### config.mk
export PLATFORM = sky130hd
export DESIGN_NAME = st_audio
export DESIGN_NICKNAME = d
export VERILOG_FILES = /design/src/logic/st_audio_pkg.sv /design/src/logic/psg_channel_mix.sv /design/src/logic/sample_expand.sv /design/src/logic/audio_mixer.sv /design/src/logic/sigma_delta_dac.sv /design/src/logic/sound_irq_delay.sv /design/src/logic/st_audio.sv
export SDC_FILE = /design/constraint.sdc
export NUM_CORES = 1
export LEC_CHECK = 0
export BUFFER_PORTS_ARGS = -buffer_cell sky130_fd_sc_hd__buf_4
export CORE_MARGIN = 5
export CORE_UTILIZATION = 51
export CTS_CLUSTER_DIAMETER = 100
export DETAILED_ROUTE_END_ITERATION = 8
export GPL_TIMING_DRIVEN = 0
export PLACE_DENSITY = 0.69
export SYNTH_ARGS = -nofsm -noshare
export SYNTH_HDL_FRONTEND = slang
export SYNTH_HIERARCHICAL = 1
export SYNTH_SLANG_ARGS = --single-unit
### constraint.sdc
create_clock -name clk_32 -period 3.6 [get_ports clk_32]
set_clock_uncertainty 0.2 [all_clocks]
set_input_delay 0.54 -clock clk_32 [delete_from_list [all_inputs] [get_ports clk_32]]
set_output_delay 0.54 -clock clk_32 [all_outputs]
set_load 0.1 [all_outputs]
### src/logic/st_audio_pkg.sv
// ========================================
// widths and limits of the st sound path
// mix samples are 15-bit two's complement
// ========================================

package st_audio_pkg;

	// psg side
	localparam int ym_level_w = 8;	// one channel level from the ym2149
	localparam int ym_sum_w   = 10;	// three levels summed, no overflow
	localparam int ym_mid     = 512;	// midpoint of a 10-bit sum

	// ste dma sound side
	localparam int dma_w   = 8;	// shifter sample, offset binary
	localparam int dma_mid = 128;

	// common scale for the mixer and the dac
	localparam int mix_w = 15;
	localparam int signed mix_max = (1 << (mix_w - 1)) - 1;	// 16383
	localparam int signed mix_min = -(1 << (mix_w - 1));	// -16384

	// 32 MHz / 16 gives the 2 MHz psg enable
	localparam int ce2_div = 16;

	// 74ls164 style delay before timer a
	localparam int irq_stages = 8;

	// raw psg sums, unsigned
	typedef struct packed {
		logic [ym_sum_w-1:0] left;
		logic [ym_sum_w-1:0] right;
	} ym_stereo_t;

	// dma sound pair as it leaves the shifter
	typedef struct packed {
		logic [dma_w-1:0] left;
		logic [dma_w-1:0] right;
	} dma_stereo_t;

	// widened or mixed pair, signed
	typedef struct packed {
		logic signed [mix_w-1:0] left;
		logic signed [mix_w-1:0] right;
	} mix_stereo_t;

endpackage

### src/logic/psg_channel_mix.sv
// ========================================
// channel levels must be held in clk_32
// ========================================

module psg_channel_mix (
	input  logic                               clk_32,
	input  logic                               xsint,		// async, active low
	input  logic [st_audio_pkg::ym_level_w-1:0] ym_a_i,
	input  logic [st_audio_pkg::ym_level_w-1:0] ym_b_i,
	input  logic [st_audio_pkg::ym_level_w-1:0] ym_c_i,
	input  logic                               psg_stereo_i,	// 1: a+b / c+b
	output st_audio_pkg::ym_stereo_t           ym_o
);
	import st_audio_pkg::*;

	logic [ym_sum_w-1:0] lvl_a;
	logic [ym_sum_w-1:0] lvl_b;
	logic [ym_sum_w-1:0] lvl_c;
	logic [ym_sum_w-1:0] sum_ab;
	logic [ym_sum_w-1:0] sum_cb;
	logic [ym_sum_w-1:0] sum_abc;
	ym_stereo_t          ym_q;

	// zero extend first so the sums keep every carry
	assign lvl_a = ym_sum_w'(ym_a_i);
	assign lvl_b = ym_sum_w'(ym_b_i);
	assign lvl_c = ym_sum_w'(ym_c_i);

	assign sum_ab  = lvl_a + lvl_b;
	assign sum_cb  = lvl_c + lvl_b;	// b sits in the middle of the stage
	assign sum_abc = sum_ab + lvl_c;	// max 765, fits in 10 bits

	always_ff @(posedge clk_32 or negedge xsint) begin
		if (!xsint) begin
			ym_q <= '0;
		end else if (psg_stereo_i) begin
			ym_q.left  <= sum_ab;
			ym_q.right <= sum_cb;
		end else begin
			// mono, same sum on both sides
			ym_q.left  <= sum_abc;
			ym_q.right <= sum_abc;
		end
	end

	assign ym_o = ym_q;

endmodule

### src/logic/sample_expand.sv
// ========================================
// payload is a two-field struct, 8 to 14
// bits per field, offset binary in
// ========================================

module sample_expand #(
	parameter type stereo_t = st_audio_pkg::ym_stereo_t
) (
	input  stereo_t                    pair_i,	// unsigned, midpoint is silence
	output st_audio_pkg::mix_stereo_t  pair_o
);
	import st_audio_pkg::*;

	localparam int field_w = $bits(stereo_t) / 2;

	// offset follows the field width
	localparam int mid = 1 << (field_w - 1);

	// the replication below needs at least 7 bits and no more than mix_w-1
	if (field_w < 8 || field_w > 14) begin : g_width_check
		$error("sample_expand: field width %0d outside 8..14", field_w);
	end

	// offset binary to signed, then stretch to mix_w by repeating the sample
	// below itself, so full scale lands near full scale
	function automatic logic signed [mix_w-1:0] widen(input logic [field_w-1:0] raw);
		logic signed [field_w-1:0] s;
		logic [2*field_w-1:0]      tile;
		s    = raw - field_w'(mid);	// flips the msb in effect
		tile = {s, s};
		widen = {s[field_w-1], tile[2*field_w-1 -: mix_w-1]};	// sign, sample, top bits
	endfunction

	// 10 bit: {s9, s, s[9:6]}
	// 8 bit:  {s7, s, s[7:2]}
	assign pair_o.left  = widen(pair_i.left);
	assign pair_o.right = widen(pair_i.right);

endmodule

### src/logic/audio_mixer.sv
// ========================================
// saturates, unlike the wrapping st sum
// ========================================

module audio_mixer (
	input  logic                      clk_32,
	input  logic                      xsint,	// async, active low
	input  st_audio_pkg::mix_stereo_t ym_i,		// widened psg pair
	input  st_audio_pkg::mix_stereo_t dma_i,	// widened dma pair
	output st_audio_pkg::mix_stereo_t mix_o
);
	import st_audio_pkg::*;

	logic signed [mix_w:0] sum_l;	// one guard bit
	logic signed [mix_w:0] sum_r;
	mix_stereo_t           mix_q;

	function automatic logic signed [mix_w-1:0] clamp(input logic signed [mix_w:0] s);
		if (s > mix_max)
			clamp = mix_w'(mix_max);
		else if (s < mix_min)
			clamp = mix_w'(mix_min);
		else
			clamp = s[mix_w-1:0];	// guard bit equals sign here
	endfunction

	assign sum_l = ym_i.left + dma_i.left;	// both signed, extends
	assign sum_r = ym_i.right + dma_i.right;

	always_ff @(posedge clk_32 or negedge xsint) begin
		if (!xsint) begin
			mix_q <= '0;
		end else begin
			mix_q.left  <= clamp(sum_l);
			mix_q.right <= clamp(sum_r);
		end
	end

	assign mix_o = mix_q;

	// an overflowing sum must land exactly on the rail, never wrap
	a_sat_hi_l: assert property (@(posedge clk_32) disable iff (!xsint)
		(sum_l > mix_max) |=> (mix_q.left == mix_max));
	a_sat_lo_l: assert property (@(posedge clk_32) disable iff (!xsint)
		(sum_l < mix_min) |=> (mix_q.left == mix_min));
	a_sat_hi_r: assert property (@(posedge clk_32) disable iff (!xsint)
		(sum_r > mix_max) |=> (mix_q.right == mix_max));
	a_sat_lo_r: assert property (@(posedge clk_32) disable iff (!xsint)
		(sum_r < mix_min) |=> (mix_q.right == mix_min));

endmodule

### src/logic/sigma_delta_dac.sv
// ========================================
// first order, one bit per clk_32 cycle
// needs an external rc low-pass
// ========================================

module sigma_delta_dac (
	input  logic                                 clk_32,
	input  logic                                 xsint,		// async, active low
	input  logic signed [st_audio_pkg::mix_w-1:0] sample_i,	// two's complement
	output logic                                 bit_o		// pdm bitstream
);
	import st_audio_pkg::*;

	logic [mix_w-1:0] level;	// offset binary, 0..32767
	logic [mix_w:0]   acc_sum;	// carry in the msb
	logic [mix_w-1:0] acc_q;
	logic             bit_q;

	// sign flip, so -16384 is silence at the bottom rail
	assign level = {~sample_i[mix_w-1], sample_i[mix_w-2:0]};

	// remainder stays in acc_q, which is the first order error feedback
	// count of ones in any window is within one of level/32768 * length
	assign acc_sum = {1'b0, acc_q} + {1'b0, level};

	always_ff @(posedge clk_32 or negedge xsint) begin
		if (!xsint) begin
			acc_q <= '0;
			bit_q <= 1'b0;
		end else begin
			acc_q <= acc_sum[mix_w-1:0];
			bit_q <= acc_sum[mix_w];	// carry out is the output bit
		end
	end

	assign bit_o = bit_q;

endmodule

### src/logic/sound_irq_delay.sv
// ========================================
// release lands 113..129 cycles late, the
// 2 MHz phase is free running
// ========================================

module sound_irq_delay (
	input  logic clk_32,
	input  logic xsint,		// async, active low
	input  logic snd_irq_i,		// dma sound interrupt, high active
	output logic timer_a_o		// inverted and delayed
);
	import st_audio_pkg::*;

	localparam int cnt_w = $clog2(ce2_div);

	logic [cnt_w-1:0]      div_q;	// free running
	logic                  ce2_q;	// one cycle in sixteen
	logic [irq_stages-1:0] dly_q;	// shift register, msb is the output

	// 2 MHz enable, registered so it is glitch free
	always_ff @(posedge clk_32 or negedge xsint) begin
		if (!xsint) begin
			div_q <= '0;
			ce2_q <= 1'b0;
		end else begin
			div_q <= div_q + 1'b1;	// wraps at ce2_div
			ce2_q <= (div_q == cnt_w'(ce2_div - 1));
		end
	end

	// clear while the interrupt is up, synchronous here
	// ones walk in once it drops
	always_ff @(posedge clk_32 or negedge xsint) begin
		if (!xsint) begin
			dly_q <= '0;
		end else if (snd_irq_i) begin
			dly_q <= '0;
		end else if (ce2_q) begin
			dly_q <= {dly_q[irq_stages-2:0], 1'b1};
		end
	end

	assign timer_a_o = dly_q[irq_stages-1];

	// the timer a input drops on the very next cycle
	a_irq_clears: assert property (@(posedge clk_32) disable iff (!xsint)
		snd_irq_i |=> !timer_a_o);

endmodule

### src/logic/st_audio.sv
// ========================================
// inputs in clk_32, 3 cycles to the dacs
// ========================================

module st_audio (
	input  logic                               clk_32,
	input  logic                               xsint,		// async, active low
	input  logic [st_audio_pkg::ym_level_w-1:0] ym_a_i,
	input  logic [st_audio_pkg::ym_level_w-1:0] ym_b_i,
	input  logic [st_audio_pkg::ym_level_w-1:0] ym_c_i,
	input  logic                               psg_stereo_i,
	input  st_audio_pkg::dma_stereo_t          dma_snd_i,	// offset binary
	input  logic                               snd_irq_i,
	output logic                               audio_l_o,
	output logic                               audio_r_o,
	output logic                               timer_a_o
);
	import st_audio_pkg::*;

	ym_stereo_t  ym_sum;	// registered psg sums
	mix_stereo_t ym_wide;
	mix_stereo_t dma_wide;
	mix_stereo_t mix;	// registered, saturated

	psg_channel_mix u_psg_mix (
		.clk_32       ( clk_32       ),
		.xsint        ( xsint        ),
		.ym_a_i       ( ym_a_i       ),
		.ym_b_i       ( ym_b_i       ),
		.ym_c_i       ( ym_c_i       ),
		.psg_stereo_i ( psg_stereo_i ),
		.ym_o         ( ym_sum       )
	);

	sample_expand #(.stereo_t(ym_stereo_t)) expand_ym (
		.pair_i ( ym_sum  ),
		.pair_o ( ym_wide )
	);

	// dma samples go straight in, shifter already holds them
	sample_expand #(.stereo_t(dma_stereo_t)) expand_dma (
		.pair_i ( dma_snd_i ),
		.pair_o ( dma_wide  )
	);

	audio_mixer u_mixer (
		.clk_32 ( clk_32   ),
		.xsint  ( xsint    ),
		.ym_i   ( ym_wide  ),
		.dma_i  ( dma_wide ),
		.mix_o  ( mix      )
	);

	sigma_delta_dac dac_l (
		.clk_32   ( clk_32    ),
		.xsint    ( xsint     ),
		.sample_i ( mix.left  ),
		.bit_o    ( audio_l_o )
	);

	sigma_delta_dac dac_r (
		.clk_32   ( clk_32    ),
		.xsint    ( xsint     ),
		.sample_i ( mix.right ),
		.bit_o    ( audio_r_o )
	);

	// separate from the audio chain, feeds mfp timer a
	sound_irq_delay u_irq_delay (
		.clk_32    ( clk_32    ),
		.xsint     ( xsint     ),
		.snd_irq_i ( snd_irq_i ),
		.timer_a_o ( timer_a_o )
	);

endmodule

After elaboration in Yosys (flattened, before gate mapping)
Cells that the tools add are included.
Operators by class
  add/sub/neg operators: 12
  $lt $le $gt $ge: 4
  eq/ne operators: 1
  mux-type cells: 7
  bitwise operators: 2
  reduce and logical (&&, ||, !) cells: 1
Operator list (number)
  $mux W15: 4
  $add A15 B15 Y16: 2
  $add A14 B14 Y15: 2
  $gt A15 B15 Y1 const B: 2
  $lt A15 B15 Y1 const B: 2
  $mux W20: 1
  $sub A10 B10 Y10 const B: 2
  $add A8 B8 Y9: 2
  $mux W8: 2
  $sub A8 B8 Y8 const B: 2
  $add A10 B8 Y10: 1
  $add A4 B1 Y4 const B: 1
  $eq A4 B4 Y1 const B: 1
  $not A1 Y1: 2
  $reduce_bool A2 Y1: 1
Storage, ports and cells
  flip-flop bits (word level): 95
  output and inout bits: 3
  word-level logic and storage cells: 38

Depth between registers and ports, before layout
  word-level depth: 5
  gate-level depth with buffers: 13
  gate-level depth less buffers: 12

Cells and area by module
The synthesis kept the hierarchy.
Modules (own cells, without submodules)
  audio_mixer: instances 1, cells an instance 345, area each 2875.3 um^2
  sigma_delta_dac: instances 2, cells an instance 113, area each 1154.9 um^2
  psg_channel_mix: instances 1, cells an instance 180, area each 1702.9 um^2
  sound_irq_delay: instances 1, cells an instance 37, area each 489.2 um^2
  sample_expand: instances 2, cells an instance 30, area each 217.7 um^2

Worst setup path after synthesis
OpenSTA, ideal clock, no wires.
  path type: input to register
  start point: in ym_a_i[0] (netlist bit)
  end point: reg u_psg_mix.ym_q (netlist bit u_psg_mix/ym_o[17])
  setup time: 0.119 ns
  arrival time: 3.111 ns
  path slack: 0.171 ns
  cell stages on the path: 12
  cell sequence: ha_1 > fa_1 > a211oi_2 > o21bai_1 > a21oi_1 > xnor2_1 > ha_1 > a2111o_1 > a211oi_2 > nor3_1 > o21ai_1 > a21bo_1
Between the ends
  longest elaborated chain between the ends: 3
Ends and longest elaborated chain
  from (decl): line st_audio.sv:8  | input logic [st_audio_pkg::ym_level_w-1:0] ym_a_i,
  $add A8 B8 Y9 *: line psg_channel_mix.sv:29  | assign sum_ab = lvl_a + lvl_b;
  $add A10 B8 Y10: line psg_channel_mix.sv:31  | assign sum_abc = sum_ab + lvl_c;
  $mux W20 *: line psg_channel_mix.sv:36  | end else if (psg_stereo_i) begin
  to (decl): line psg_channel_mix.sv:22  | ym_stereo_t ym_q;
Mark *: on every way between the ends. The rest lies on a longest branch, timed or not.
A chain may end at the register's enable or synchronous reset.

Final worst setup path
Same ends and word-level chain as after synthesis.

==> flow_summary.yaml <==
global_routing:
  antenna_found_initial: 0
  grt_max_degree: 95
  grt_pass1_wl_um: 26900
  grt_pass1_vias: 5794
  grt_overflow_total: 0
  grt_use_total_pct: 18.2
finish:
  drive_gt1_share_pct: 16.6
  finalNonFillerCells: 1082
  finish.utilization_pct: 56.8
  synthToLayoutAreaGrowth_pct: 9.74
  layout.nets: 1027
  num-fill-cells: 1342
  num_antenna_cells: 0
floorplan:
  die_y_um: 134
  dieArea_sq_um: 17900
  ios: 47
  num_rows: 45
  floorplan.initialDensity_pct: 51.8
  die_w_um: 134
  core_area_sq_um: 15100
pwr:
  p_total_mw: 7.27
  p_per_area_nw_per_um2: 848
  power_leakage_nw: 3.88
  vdd_ir_drop_max_mv: 0.344
logic_synthesis:
  ys_ff_latch: 94
  synth_cell_types: 80
  postSynthAreaPerCell_sq_um: 9.21
  ys_warn_count: 6
  synth_fp_nets: 986
  synthCells: 848
  synthDominantCellAreaShare_pct: 30.1
  synth_edf_count: 0
  ys.flop_type: "dfrtp_1"
  synth_top_area_cell: "dfrtp_1"
  async_reset_ff_share_pct: 100
  yosysSeqAreaShare_pct: 30.1
  syn_area_sq_um: 7810
  yosys-top-cells-area: "dfrtp_1 30%, ha_1 14%, buf_4 5.5%, a21oi_1 4.7%, xnor2_1 3.9%"
clock_network:
  cts_buffer_depth: 2
  clk_latency_ns: 0.35
  ctsHoldBuffers: 0
  numCtsBuffers: 9
  cts_tree: "yes"
  cts_setup_buffers: 0
  cts.sinks: 94
  cts_resized: 0
  clk_pin_slew_ns: 0.07
  cts-htree-levels: 3
  cts-root-buf: "clkbuf_16"
drt:
  ant_nets: 0
  initialDrtViolationCount: 370
  route.detailed.drc: 0
  wl_per_cell_um: 14.5
  vias_per_cell: 5.60
  wirelength_um: 15700
  vias: 6054
  drtPass1Iterations: 5
timing:
  finalHoldViolCount: 0
  setup_viol: 0
  slew_headroom_pct: 22.5
  fin_crit_ns: 3.37
  setup_ws_ns: 0.233
  report.final.slew_viol_count: 0
  post-route-period-util_pct: 93.5
  tightest_slew_ns: 1.16
  rsz0062_at_grt: "no"
  max_freq_mhz: 297
place:
  hpwlAfterDp_um: 12300
  place_worst_setup_slack_ns: -0.300
  gp_congestion: 0.862
  io_buffers: 30
  dp_cells: 1066
worst_setup_path:
  start_kind: "input pin"
  crit_path_end_kind: "register"
  worstPathRequired_ns: 3.64
  reg2reg_from: "u_psg_mix/ym_o[6]"
  crit_start: "ym_a_i[0]"
  reg2reg_slack_ns: 0.34
  rr_endpoint: "u_mixer/mix_o[13]"
  arrival_ns: 3.41
  reg2regPathDepth: 10
  cp_max_fo: 4
  path_class: "input pin to register"
min_path:
  holdCritPathClass: "input pin to async pin"
outcome:
  status: "finished clean"
flow_run:
  maxCapViolCount: 0
how the worst max path moves through the flow:
stage | cells past startpoint | end | slack (ns)
floorplan | 12 | u_psg_mix/ym_o[17] | 0.17
global placement | 13 | u_psg_mix/ym_o[17] | -0.33
detailed placement | 13 | u_psg_mix/ym_o[17] | -0.30
CTS | 13 | u_psg_mix/ym_o[17] | 0.06
global route | 13 | u_psg_mix/ym_o[17] | 0.05
finish | 13 | u_psg_mix/ym_o[17] | 0.23
sequential cells by signal (all words and copies together) (netlist names):
register and count:
u_mixer/mix_o 30, u_psg_mix/ym_o 19, dac_l/acc_q 15, dac_r/acc_q 15, u_irq_delay/dly_q 8, u_irq_delay/div_q 4
dac_l/bit_o 1, dac_r/bit_o 1, u_irq_delay/ce2_q 1
cells in the mapped netlist (3+ instances only):
master and count:
o2111ai_1 3, a21oi_1 73, mux2i_1 14, buf_4 57, fa_1 7, o21ai_1 16
nor2_2 4, or2_1 3, a31oi_1 8, inv_1 25, nand2b_1 8, nand2_1 57
o21bai_1 7, nor3_1 17, o32ai_1 3, a211oi_1 10, xnor2_1 35, nor2_1 69
clkbuf_1 16, dfrtp_1 94, nand4_1 4, a211oi_2 5, or2_2 3, nand3_1 9
o211ai_1 15, nor2b_1 8, o21a_1 9, o32a_1 8, a32oi_1 4, xor2_1 25
ha_1 87, buf_2 5, o21ai_0 38, and3_1 6, a21o_1 24, and4_1 4
nor3b_1 3
final cells by class:
| cell class | count | area, sq um | area share, % |
|---|---|---|---|
| inverter | 26 | 97.6 | 1.14 |
| tap | 188 | 235 | 2.74 |
| clock inverter | 5 | 40.0 | 0.467 |
| multi-input combinational | 648 | 4840 | 56.5 |
| clock buffer | 11 | 243 | 2.83 |
| timing repair buffer | 30 | 225 | 2.63 |
| buffer | 80 | 536 | 6.25 |
| sequential | 94 | 2350 | 27.4 |
worst max-delay path: stages:
cell and delay (ns):
buf_4 0.11, ha_1 0.24, fa_2 0.40, a211oi_4 0.32, o21bai_1 0.12, a21oi_1 0.19, xnor2_1 0.13, ha_1 0.25
a2111o_1 0.40, a211oi_4 0.22, nor3_1 0.07, o21ai_1 0.19, a21bo_1 0.24
per-stage QoR:
step	setup TNS [ns]	hold WS (ns)	area (sq um)
after global routing	0	0.298	8570
final	0	0.201	8570
after CTS	0	0.255	8560
after detailed placement	-0.645	0.245	8270
after global placement	-0.713	0.241	8270
after floorplan	0	0.0444	7810
routing by layer:
layer / GRT usage (%) / vias up / wire length (um)
met2: 29.8 / 106 / 7380
met1: 24.9 / 2800 / 7490
met5: 0 / - / 0
met4: 4.40 / 0 / 194
met3: 3.41 / 17 / 664
li1: - / 3131 / -
power breakdown:
part | switching, mW | internal (mW)
Combinational | 2.62 | 2.05
Sequential | 0.159 | 1.52
Clock | 0.427 | 0.495
cell families after synthesis:
logic type	Yosys count	synth area share, %
AO/OA/AOI/OAI	262	23.6
buffers and inverters	106	8.10
flip-flops	94	30.1
adder cells (fa/ha/maj)	96	16.0
AND/OR/NAND/NOR	214	13.4
XOR/XNOR	60	6.73
multiplexers	16	2.08
placed cells by master (no fill, tap or decap), types with 7 or more instances in the layout:
| master | count |
|---|---|
| nor2_1 | 69 |
| nor3_1 | 17 |
| ha_1 | 87 |
| xnor2_1 | 35 |
| clkbuf_1 | 17 |
| nand3_1 | 9 |
| clkbuf_16 | 9 |
| o21ai_1 | 16 |
| a21o_1 | 24 |
| o21ai_0 | 38 |
| o21bai_1 | 7 |
| buf_4 | 87 |
| a31oi_1 | 8 |
| dfrtp_1 | 94 |
| a21oi_1 | 73 |
| nand2_1 | 57 |
| mux2i_1 | 14 |
| o21a_1 | 9 |
| xor2_1 | 25 |
| nor2b_1 | 8 |
| inv_1 | 25 |
| a211oi_1 | 10 |
| o32a_1 | 8 |
| o211ai_1 | 15 |
| nand2b_1 | 8 |
(Power assumes the default switching activity.)
